$ cat src/common/ndn_cfg.svh
`ifndef NDN_CFG_SVH
`define NDN_CFG_SVH

// Name prefix width in bits, also the exact-match key of the table
`define NDN_PREFIX_W 64

// Prefix length in bytes on the serial link
`define NDN_PREFIX_BYTES (`NDN_PREFIX_W / 8)

// Payload carried by a data packet
`define NDN_PAYLOAD_BYTES 8
`define NDN_PAYLOAD_W (`NDN_PAYLOAD_BYTES * 8)

// Bytes on the wire, metadata byte plus prefix, plus payload for data
`define NDN_INTEREST_BYTES (1 + `NDN_PREFIX_BYTES)
`define NDN_DATA_BYTES (`NDN_INTEREST_BYTES + `NDN_PAYLOAD_BYTES)

// Learned-prefix entries, a power of two
`define NDN_FIB_DEPTH 4

`endif

$ cat src/common/ndn_pkg.sv
`include "ndn_cfg.svh"

package ndn_pkg;

    // Metadata byte codes that open a packet on the link
    typedef enum logic [7:0] {
        kind_interest = 8'h70,
        kind_data     = 8'h30
    } pkt_kind_e;

    // One packet as it travels between deframer, table and framer
    typedef struct packed {
        pkt_kind_e                   kind;
        logic [`NDN_PREFIX_W-1:0]    prefix;
        logic [`NDN_PAYLOAD_W-1:0]   payload;
    } ndn_pkt_t;

    // Learned prefix slot of the forwarding table
    typedef struct packed {
        logic                        used;
        logic [`NDN_PREFIX_W-1:0]    prefix;
    } fib_entry_t;

    // Deframer states
    typedef enum logic [1:0] {
        rx_meta,
        rx_prefix,
        rx_payload,
        rx_hold
    } rx_state_e;

    // Framer states
    typedef enum logic {
        tx_idle,
        tx_send
    } tx_state_e;

endpackage

$ cat src/fib_table/fib_table.sv
`include "ndn_cfg.svh"

module fib_table (
    input  logic                clk,
    input  logic                arst_n,
    input  logic                in_valid,
    input  ndn_pkg::ndn_pkt_t   in_pkt,
    output logic                in_ready,
    output logic                pit_out_valid,
    output ndn_pkg::ndn_pkt_t   pit_out_pkt,
    input  logic                pit_out_ready,
    input  logic                pit_in_valid,
    input  ndn_pkg::ndn_pkt_t   pit_in_pkt,
    output logic                pit_in_ready,
    output logic                out_valid,
    output ndn_pkg::ndn_pkt_t   out_pkt,
    input  logic                out_ready,
    output logic [7:0]          drop_count
);

    localparam int DEPTH = `NDN_FIB_DEPTH;
    localparam int IDX_W = (DEPTH > 1) ? $clog2(DEPTH) : 1;

    ndn_pkg::fib_entry_t tbl [DEPTH];
    logic [IDX_W-1:0]    rr_ptr;

    logic             in_fire;
    logic             in_is_data;
    logic             hit;
    logic [IDX_W-1:0] hit_idx;
    logic             remove;
    logic             deliver;
    logic             drop;

    logic             pit_in_fire;
    logic             learn;
    logic [DEPTH-1:0] used_after;
    logic             dup;
    logic             free;
    logic [IDX_W-1:0] free_idx;
    logic [IDX_W-1:0] ins_idx;

    // Each output register accepts when empty or draining this cycle
    assign in_ready     = !pit_out_valid || pit_out_ready;
    assign pit_in_ready = !out_valid || out_ready;
    assign in_fire      = in_valid && in_ready;
    assign pit_in_fire  = pit_in_valid && pit_in_ready;

    assign in_is_data = (in_pkt.kind == ndn_pkg::kind_data);
    assign remove     = in_fire && in_is_data && hit;
    assign deliver    = in_fire && (!in_is_data || hit);
    assign drop       = in_fire && in_is_data && !hit;
    assign learn      = pit_in_fire && (pit_in_pkt.kind == ndn_pkg::kind_interest);
    assign ins_idx    = free ? free_idx : rr_ptr;

    // Exact-prefix lookup for incoming data, first match wins
    always_comb begin
        hit     = 1'b0;
        hit_idx = '0;
        for (int i = 0; i < DEPTH; i++) begin
            if (!hit && tbl[i].used && (tbl[i].prefix == in_pkt.prefix)) begin
                hit     = 1'b1;
                hit_idx = IDX_W'(i);
            end
        end
    end

    // Insert decisions see the table with this cycle's removal applied
    always_comb begin
        dup      = 1'b0;
        free     = 1'b0;
        free_idx = '0;
        for (int i = 0; i < DEPTH; i++) begin
            used_after[i] = tbl[i].used && !(remove && (hit_idx == IDX_W'(i)));
            if (used_after[i] && (tbl[i].prefix == pit_in_pkt.prefix)) begin
                dup = 1'b1;
            end
            if (!free && !used_after[i]) begin
                free     = 1'b1;
                free_idx = IDX_W'(i);
            end
        end
    end

    always_ff @(posedge clk or negedge arst_n) begin
        if (!arst_n) begin
            for (int i = 0; i < DEPTH; i++) begin
                tbl[i] <= '0;
            end
            rr_ptr <= '0;
        end else begin
            if (remove) begin
                tbl[hit_idx].used <= 1'b0;
            end
            // Later write wins, so a same-cycle insert lands after the removal
            if (learn && !dup) begin
                tbl[ins_idx].used   <= 1'b1;
                tbl[ins_idx].prefix <= pit_in_pkt.prefix;
                if (!free) begin
                    rr_ptr <= rr_ptr + 1'b1;
                end
            end
        end
    end

    always_ff @(posedge clk or negedge arst_n) begin
        if (!arst_n) begin
            pit_out_valid <= 1'b0;
            out_valid     <= 1'b0;
            drop_count    <= '0;
        end else begin
            if (deliver) begin
                pit_out_valid <= 1'b1;
            end else if (pit_out_ready) begin
                pit_out_valid <= 1'b0;
            end
            if (pit_in_fire) begin
                out_valid <= 1'b1;
            end else if (out_ready) begin
                out_valid <= 1'b0;
            end
            if (drop) begin
                drop_count <= drop_count + 8'd1;
            end
        end
    end

    always_ff @(posedge clk) begin
        if (deliver) begin
            pit_out_pkt <= in_pkt;
        end
        if (pit_in_fire) begin
            out_pkt <= pit_in_pkt;
        end
    end

endmodule

$ cat src/hw/ndn_face_top.sv
module ndn_face_top (
    input  logic                clk,
    input  logic                arst_n,
    input  logic                rx_valid,
    input  logic [7:0]          rx_data,
    output logic                rx_ready,
    output logic                tx_valid,
    output logic [7:0]          tx_data,
    input  logic                tx_ready,
    input  logic                pit_in_valid,
    input  ndn_pkg::ndn_pkt_t   pit_in_pkt,
    output logic                pit_in_ready,
    output logic                pit_out_valid,
    output ndn_pkg::ndn_pkt_t   pit_out_pkt,
    input  logic                pit_out_ready,
    output logic [7:0]          drop_count
);

    logic              rxp_valid;
    ndn_pkg::ndn_pkt_t rxp_pkt;
    logic              rxp_ready;
    logic              txp_valid;
    ndn_pkg::ndn_pkt_t txp_pkt;
    logic              txp_ready;

    spi_rx_deframer spi_rx_deframer_i (
        .clk       (clk),
        .arst_n    (arst_n),
        .rx_valid  (rx_valid),
        .rx_data   (rx_data),
        .rx_ready  (rx_ready),
        .pkt_valid (rxp_valid),
        .pkt       (rxp_pkt),
        .pkt_ready (rxp_ready)
    );

    // Incoming packets go to the PIT, PIT packets head for the link
    fib_table fib_table_i (
        .clk           (clk),
        .arst_n        (arst_n),
        .in_valid      (rxp_valid),
        .in_pkt        (rxp_pkt),
        .in_ready      (rxp_ready),
        .pit_out_valid (pit_out_valid),
        .pit_out_pkt   (pit_out_pkt),
        .pit_out_ready (pit_out_ready),
        .pit_in_valid  (pit_in_valid),
        .pit_in_pkt    (pit_in_pkt),
        .pit_in_ready  (pit_in_ready),
        .out_valid     (txp_valid),
        .out_pkt       (txp_pkt),
        .out_ready     (txp_ready),
        .drop_count    (drop_count)
    );

    spi_tx_framer spi_tx_framer_i (
        .clk       (clk),
        .arst_n    (arst_n),
        .pkt_valid (txp_valid),
        .pkt       (txp_pkt),
        .pkt_ready (txp_ready),
        .tx_valid  (tx_valid),
        .tx_data   (tx_data),
        .tx_ready  (tx_ready)
    );

endmodule

$ cat src/hw/spi_rx_deframer.sv
`include "ndn_cfg.svh"

module spi_rx_deframer (
    input  logic                clk,
    input  logic                arst_n,
    input  logic                rx_valid,
    input  logic [7:0]          rx_data,
    output logic                rx_ready,
    output logic                pkt_valid,
    output ndn_pkg::ndn_pkt_t   pkt,
    input  logic                pkt_ready
);

    localparam int MAX_BYTES = (`NDN_PREFIX_BYTES > `NDN_PAYLOAD_BYTES) ?
                               `NDN_PREFIX_BYTES : `NDN_PAYLOAD_BYTES;
    localparam int CNT_W = (MAX_BYTES > 1) ? $clog2(MAX_BYTES) : 1;

    ndn_pkg::rx_state_e state;
    logic [CNT_W-1:0]   cnt;
    logic               rx_fire;
    logic               is_kind;

    assign rx_ready  = (state != ndn_pkg::rx_hold);
    assign pkt_valid = (state == ndn_pkg::rx_hold);
    assign rx_fire   = rx_valid && rx_ready;

    // Only the two metadata codes may start a packet
    assign is_kind = (rx_data == ndn_pkg::kind_interest) || (rx_data == ndn_pkg::kind_data);

    always_ff @(posedge clk or negedge arst_n) begin
        if (!arst_n) begin
            state <= ndn_pkg::rx_meta;
            cnt   <= '0;
        end else begin
            case (state)
                ndn_pkg::rx_meta: begin
                    if (rx_fire && is_kind) begin
                        cnt   <= '0;
                        state <= ndn_pkg::rx_prefix;
                    end
                end
                ndn_pkg::rx_prefix: begin
                    if (rx_fire) begin
                        if (cnt == CNT_W'(`NDN_PREFIX_BYTES - 1)) begin
                            cnt <= '0;
                            if (pkt.kind == ndn_pkg::kind_data) begin
                                state <= ndn_pkg::rx_payload;
                            end else begin
                                state <= ndn_pkg::rx_hold;
                            end
                        end else begin
                            cnt <= cnt + 1'b1;
                        end
                    end
                end
                ndn_pkg::rx_payload: begin
                    if (rx_fire) begin
                        if (cnt == CNT_W'(`NDN_PAYLOAD_BYTES - 1)) begin
                            cnt   <= '0;
                            state <= ndn_pkg::rx_hold;
                        end else begin
                            cnt <= cnt + 1'b1;
                        end
                    end
                end
                default: begin
                    if (pkt_ready) begin
                        state <= ndn_pkg::rx_meta;
                    end
                end
            endcase
        end
    end

    // Packet fields shift in MSB first; an interest keeps its cleared payload
    always_ff @(posedge clk) begin
        if (rx_fire) begin
            case (state)
                ndn_pkg::rx_meta: begin
                    if (is_kind) begin
                        pkt.kind    <= ndn_pkg::pkt_kind_e'(rx_data);
                        pkt.payload <= '0;
                    end
                end
                ndn_pkg::rx_prefix: pkt.prefix <= {pkt.prefix[`NDN_PREFIX_W-9:0], rx_data};
                ndn_pkg::rx_payload: pkt.payload <= {pkt.payload[`NDN_PAYLOAD_W-9:0], rx_data};
                default: ;
            endcase
        end
    end

endmodule

$ cat src/hw/spi_tx_framer.sv
`include "ndn_cfg.svh"

module spi_tx_framer (
    input  logic                clk,
    input  logic                arst_n,
    input  logic                pkt_valid,
    input  ndn_pkg::ndn_pkt_t   pkt,
    output logic                pkt_ready,
    output logic                tx_valid,
    output logic [7:0]          tx_data,
    input  logic                tx_ready
);

    localparam int PKT_W = $bits(ndn_pkg::ndn_pkt_t);
    localparam int CNT_W = $clog2(`NDN_DATA_BYTES);

    ndn_pkg::tx_state_e state;
    logic [PKT_W-1:0]   shreg;
    logic [CNT_W-1:0]   cnt;
    logic [CNT_W-1:0]   last_idx;
    logic               is_data;
    logic               pkt_fire;
    logic               tx_fire;

    assign pkt_ready = (state == ndn_pkg::tx_idle);
    assign tx_valid  = (state == ndn_pkg::tx_send);
    assign pkt_fire  = pkt_valid && pkt_ready;
    assign tx_fire   = tx_valid && tx_ready;

    // Kind byte sits on top of the struct, so the MSB byte goes out first
    assign tx_data = shreg[PKT_W-1 -: 8];

    // Interests stop after the prefix, data runs through the payload
    assign last_idx = is_data ? CNT_W'(`NDN_DATA_BYTES - 1) : CNT_W'(`NDN_INTEREST_BYTES - 1);

    always_ff @(posedge clk or negedge arst_n) begin
        if (!arst_n) begin
            state   <= ndn_pkg::tx_idle;
            cnt     <= '0;
            is_data <= 1'b0;
        end else begin
            case (state)
                ndn_pkg::tx_idle: begin
                    if (pkt_fire) begin
                        is_data <= (pkt.kind == ndn_pkg::kind_data);
                        cnt     <= '0;
                        state   <= ndn_pkg::tx_send;
                    end
                end
                default: begin
                    if (tx_fire) begin
                        if (cnt == last_idx) begin
                            state <= ndn_pkg::tx_idle;
                        end else begin
                            cnt <= cnt + 1'b1;
                        end
                    end
                end
            endcase
        end
    end

    always_ff @(posedge clk) begin
        if (pkt_fire) begin
            shreg <= pkt;
        end else if (tx_fire) begin
            shreg <= {shreg[PKT_W-9:0], 8'h00};
        end
    end

endmodule

$ cat config.mk
export PLATFORM = sky130hd
export DESIGN_NAME = ndn_face_top
export DESIGN_NICKNAME = d
export VERILOG_FILES = /design/src/common/ndn_pkg.sv /design/src/fib_table/fib_table.sv /design/src/hw/ndn_face_top.sv /design/src/hw/spi_rx_deframer.sv /design/src/hw/spi_tx_framer.sv
export VERILOG_INCLUDE_DIRS = /design/src /design/src/common
export SDC_FILE = /design/constraint.sdc
export NUM_CORES = 1
export LEC_CHECK = 0
export ABC_AREA = 0
export BUFFER_PORTS_ARGS = -buffer_cell sky130_fd_sc_hd__buf_2
export CORE_MARGIN = 4
export CORE_UTILIZATION = 52
export CTS_BUF_LIST = sky130_fd_sc_hd__clkbuf_4 sky130_fd_sc_hd__clkbuf_8
export DETAILED_ROUTE_END_ITERATION = 12
export GPL_ROUTABILITY_DRIVEN = 0
export PLACE_DENSITY = 0.71
export SLEW_MARGIN = 10
export SYNTH_ARGS = -nofsm -noshare
export SYNTH_HDL_FRONTEND = slang
export SYNTH_HIERARCHICAL = 1
export SYNTH_SLANG_ARGS = --single-unit
$ cat constraint.sdc
create_clock -name clk -period 17.7 [get_ports clk]
set_input_delay 2.655 -clock clk [delete_from_list [all_inputs] [get_ports clk]]
set_output_delay 2.655 -clock clk [all_outputs]
set_load 0.05 [all_outputs]
## Word level (Yosys, flattened, before mapping)

Cells that the tools add are included.

- Flip-flop bits (word level): 828
- Bits of input ports: 150
- Output and inout bits: 156
- Logic and storage cells: 204

- $add $sub $neg: 4
- $lt $le $gt $ge: 4
- Eq/ne operators: 32
- Mux-type cells: 59
- Bitwise logic cells: 4
- Reduce and logical (&&, ||, !) cells: 74

Operators with widths:

| operator | count |
|---|---|
| 260-bit bitwise mux | 3 |
| 260-bit two-way mux | 2 |
| 64-bit == test | 8 |
| 65-bit demux with 2-bit select | 3 |
| 136-bit two-way mux | 2 |
| 65-bit two-way mux | 2 |
| 64-bit two-way mux | 2 |
| 64-bit case mux with 2 select lines | 1 |
| 1-bit logical AND | 36 |
| 5-bit two-way mux | 5 |
| 8-bit by 6-bit == test with 1-bit output (second input constant) | 3 |
| 1-bit two-way mux | 23 |
| 2-bit two-way mux | 11 |
| 1-bit logical NOT | 17 |
| 8-bit by 7-bit == test with 1-bit output (second input constant) | 2 |
| 2-bit by 1-bit inequality test with 1-bit output (second input constant) | 7 |
| 3-bit AND reduction | 4 |
| 2-bit nonzero test | 5 |
| 3-bit two-way mux | 3 |
| 8-bit by 1-bit adder with 8-bit output (second input constant) | 1 |
| 2-bit == test (second input constant) | 4 |
| 2-bit inequality test (second input constant) | 4 |
| 3-bit greater-or-equal comparator (second input constant) | 2 |
| 3-bit by 1-bit < comparator with 1-bit output (second input constant) | 2 |
| 16 further kinds | 25 |

## Depth between registers and ports, before layout

- Depth after elaboration: 37
- Depth in mapped cells: 12
- Mapped depth without buffers: 9

## By module

Netlist, hierarchy kept.

By module, submodules not included:

| module | instances | cells each | area each (um^2) |
|---|---|---|---|
| fib_table | 1 | 1,726 | 24,728.7 |
| spi_tx_framer | 1 | 615 | 6,204.7 |
| spi_rx_deframer | 1 | 251 | 4,938.5 |

## Least setup slack after synthesis

No wires, ideal clock.

- Path type: input-to-reg
- Start: input port pit_out_ready
- End: register, netlist name fib_table_i/pit_out_pkt[0]
- Arrival time: 8,579 ps
- Required time: 17,067 ps
- Path slack: 8,487 ps
- Stages: 3
- Path through: nand2b_1 nand2_1 nor2_1

- Word-level cells in the longest chain between the ends: 3

RTL lines:

| element | RTL line | text |
|---|---|---|
| start: declaration | ndn_face_top.sv:15 | `input logic pit_out_ready,` |
| 1-bit logical OR | fib_table.sv:44 | `assign in_ready = !pit_out_valid \|\| pit_out_ready;` |
| 1-bit logical AND | fib_table.sv:46 | `assign in_fire = in_valid && in_ready;` |
| 1-bit logical AND | fib_table.sv:51 | `assign deliver = in_fire && (!in_is_data \|\| hit);` |
| net fib_table_i.deliver | fib_table.sv:32 | `logic deliver;` |

The timed path passes the listed nets, and every way through them passes these cells.
A chain may end at the register's enable or synchronous reset.

## Worst setup path after layout

- Start: register spi_rx_deframer_i/pkt[68] (netlist name)
- End: register, netlist name fib_table_i/pit_out_pkt[46]

- Word-level cells in the longest chain between the ends: 17
- Elaborated cells between the ends (all ways): 20
- Classes of those cells: 4 x eq/ne; 4 x mux; 12 x reduce/logical

RTL lines:

| element | RTL line | text |
|---|---|---|
| start: declaration | spi_rx_deframer.sv:10 | `output ndn_pkg::ndn_pkt_t pkt,` |
| 64-bit == test | fib_table.sv:61 | `if (!hit && tbl[i].used && (tbl[i].prefix == in_pkt.prefix)) begin` |
| 1-bit logical AND | fib_table.sv:61 |  |
| 1-bit two-way mux | fib_table.sv:61 |  |
| 1-bit logical NOT | fib_table.sv:61 |  |
| 1-bit logical AND (2 in series) | fib_table.sv:61 |  |
| 1-bit two-way mux | fib_table.sv:61 |  |
| 1-bit logical NOT | fib_table.sv:61 |  |
| 1-bit logical AND (2 in series) | fib_table.sv:61 |  |
| 1-bit two-way mux | fib_table.sv:61 |  |
| 1-bit logical NOT | fib_table.sv:61 |  |
| 1-bit logical AND (2 in series) | fib_table.sv:61 |  |
| 1-bit two-way mux (*) | fib_table.sv:61 |  |
| 1-bit logical OR (*) | fib_table.sv:51 |  |
| 1-bit logical AND (*) | fib_table.sv:51 |  |
| net fib_table_i.deliver | fib_table.sv:32 |  |

Mark *: on every way through the listed nets, which the timed path passes. The rest lies on a longest branch.

==> qor.yml <==
run_status:
  outcome: "completed"
clock_tree:
  clk_latency_ps: 800
  cts.clk_slew.worst_paths_ps: 60
  cts_setup_buffers: 0
  clkSinkCount: 828
  cts_resized: 0
  numCtsBuffers: 138
  clock_path_buffers: 3
  htreeDepth: 4
  cts-root-buf: "clkbuf_8"
  ctsHoldBuffers: 0
  cts_tree: "built"
power:
  leakage_uw: 0.0173
  worst_ir_drop_vdd_mv: 0.0707
  power.total_uw: 5330
  power_density_nw_per_um2: 131
timing:
  fin_crit_ps: 5870
  period_share: 0.332
  fin_setup_tns_ps: 0
  finalHoldViolCount: 0
  setup_viol: 0
  max_freq_ghz: 0.170
  slew_violations: 0
  rsz0062_at_grt: "false"
  maxSlewHeadroom: 0.185
  worst_pin_slew_ps: 1220
  clock-skew-final_ps: 32.8
floorplanning:
  die_h_um: 271
  start_util: 0.524
  io_pins: 306
  dieArea_um2: 73300
  design.core.area_um2: 68500
  dieWidth_um: 271
  fp-row-count: 96
synthesis:
  yosys.area.top_type: "edfxtp_1"
  avgSynthCellArea_um2: 13.8
  yosysTopAreaCellShare: 0.455
  netlist_area_um2: 35900
  ys_ff_latch: 828
  synth.distinct_cells: 70
  syn-num-nets: 2751
  yosys_warnings: 6
  synth-main-ff-cell: "edfxtp_1"
  postSynthCellCount: 2592
  synth-edff-count: 544
  synthTopCellsByArea: "edfxtp_1 46%, dfrtp_1 20%, xor2_1 6.7%, mux2_2 6.3%, xnor2_1 4.5%"
  synth-async-reset-ratio: 0.343
  ys_seq_area_frac: 0.654
worst_setup_path:
  cp.arrival_ps: 6270
  crit_path_start_kind: "flop"
  worst-path-max-fanout: 62
  cp.required_ps: 18100
  r2r-start: "spi_rx_deframer_i/pkt[68]"
  rrSetupSlack_ps: 11830
  crit_path_end_kind: "flop"
  critPathKind: "flop to flop"
  cp-startpoint: "spi_rx_deframer_i/pkt[68]"
global_routing:
  grtUsageTotal: 0.298
  grt_first_pass_wirelength_um: 158000
  grt_remaining_overflow: 0
  antenna_found_initial: 6
  grt_pass1_vias: 23300
  grt_max_degree: 113
route:
  routedWlPerCell_um: 28.2
  dr_total_vias: 22900
  drcViolationCount: 0
  ant_nets: 0
  drt_first_pass_iters: 6
  drt-initial-drc-count: 2688
  vias_per_cell: 5.86
  wl_um: 110000
placement:
  postPlaceCellArea_um2: 38000
  numPortBuffers: 305
  dpl.hpwl_um: 76500
cells_and_area:
  layout-drive-gt1-share: 0.259
  finalNetCount: 3077
  final_cell_mix: "544 x edfxtp_1, 405 x nand2_1, 304 x buf_2"
  finish.utilization: 0.596
  area_delta_synth_final_pct: 13.7
  final_area_um2: 40800
  final_common_cell: "edfxtp_1"
worst_hold_path:
  hold_path.class: "flop to flop"
  worstHoldStart: "spi_rx_deframer_i/pkt[59]"
job:
  max-cap-violations: 0
-- area by class of cell --
| class | instances | area (µm²) |
|---|---|---|
| Timing Repair Buffer | 330 | 1720 |
| Multi-Input combinational cell | 1569 | 11600 |
| Fill cell | 5286 | 27700 |
| Inverter | 51 | 191 |
| Antenna cell | 5 | 12.5 |
| Tap cell | 882 | 1100 |
| Clock buffer | 202 | 2480 |
| Sequential cell | 828 | 23400 |
| Clock inverter | 46 | 262 |
-- synth_stat cells (all sizes together), types with 48 or more instances --
| cell type | number |
|---|---|
| and2 | 66 |
| buf | 61 |
| clkbuf | 83 |
| dfrtp | 284 |
| edfxtp | 544 |
| inv | 51 |
| mux2 | 260 |
| nand2 | 407 |
| nand2b | 48 |
| nand4 | 67 |
| nor4 | 91 |
| xnor2 | 186 |
| xor2 | 275 |
-- critical path, cell delays in order, from the launching register on --
cell	delay (ps)
edfxtp_1	670
xnor2_1	660
nand4_1	190
nor4_1	450
nand4_1	210
nor3_1	750
nor3_1	210
nor2_4	880
buf_4	620
buf_4	720
-- flip-flops by register name (all words and copies together) (netlist names), 2 cells and up --
name                     flops
fib_table_i/tbl            260
fib_table_i/out_pkt        136
fib_table_i/pit_out_pkt    136
spi_rx_deframer_i/pkt      136
spi_tx_framer_i/shreg      136
fib_table_i/drop_count       8
spi_tx_framer_i/cnt          5
spi_rx_deframer_i/cnt        3
fib_table_i/rr_ptr           2
spi_rx_deframer_i/state      2
-- power by group --
part | total (µW) | internal, µW | switching [µW]
Combinational | 1040 | 243 | 799
Sequential | 2610 | 2430 | 179
Clock | 1670 | 904 | 767
-- final timing paths --
kind,endpoint,cells after the start
max reg2reg,fib_table_i/pit_out_pkt[46],9
max,fib_table_i/pit_out_pkt[46],9
min in group asynchronous,fib_table_i/drop_count[1],1
min,fib_table_i/pit_out_pkt[59],0
max in group asynchronous,fib_table_i/rr_ptr[1],3
min reg2reg,fib_table_i/pit_out_pkt[59],0
-- per-layer routing --
layer  wire length (µm)  track usage
met1              40900        0.371
met2              51400        0.474
met3              10700       0.0835
met4               7200        0.167
met5                 13            0
-- kinds of logic after synthesis --
family,after synthesis,share of synthesized area
adder cells (fa/ha/maj),9,0.00314
multiplexers,261,0.0819
flip-flops,828,0.654
buffers and inverters,195,0.0261
AO/OA/AOI/OAI,74,0.0176
AND/OR/NAND/NOR,764,0.105
XOR/XNOR,461,0.113
-- per-stage QoR --
step                      hold slack (ps)  setup slack [ps]  std cells
after floorplan                       400              8490       2592
after global placement                402             11500       3660
after detailed placement              406             11440       3660
after CTS                             420             12020       3908
after global routing                  428             11590       3912
final                                 421             11830       3913
No activity file was read; power rests on OpenSTA's default activity.
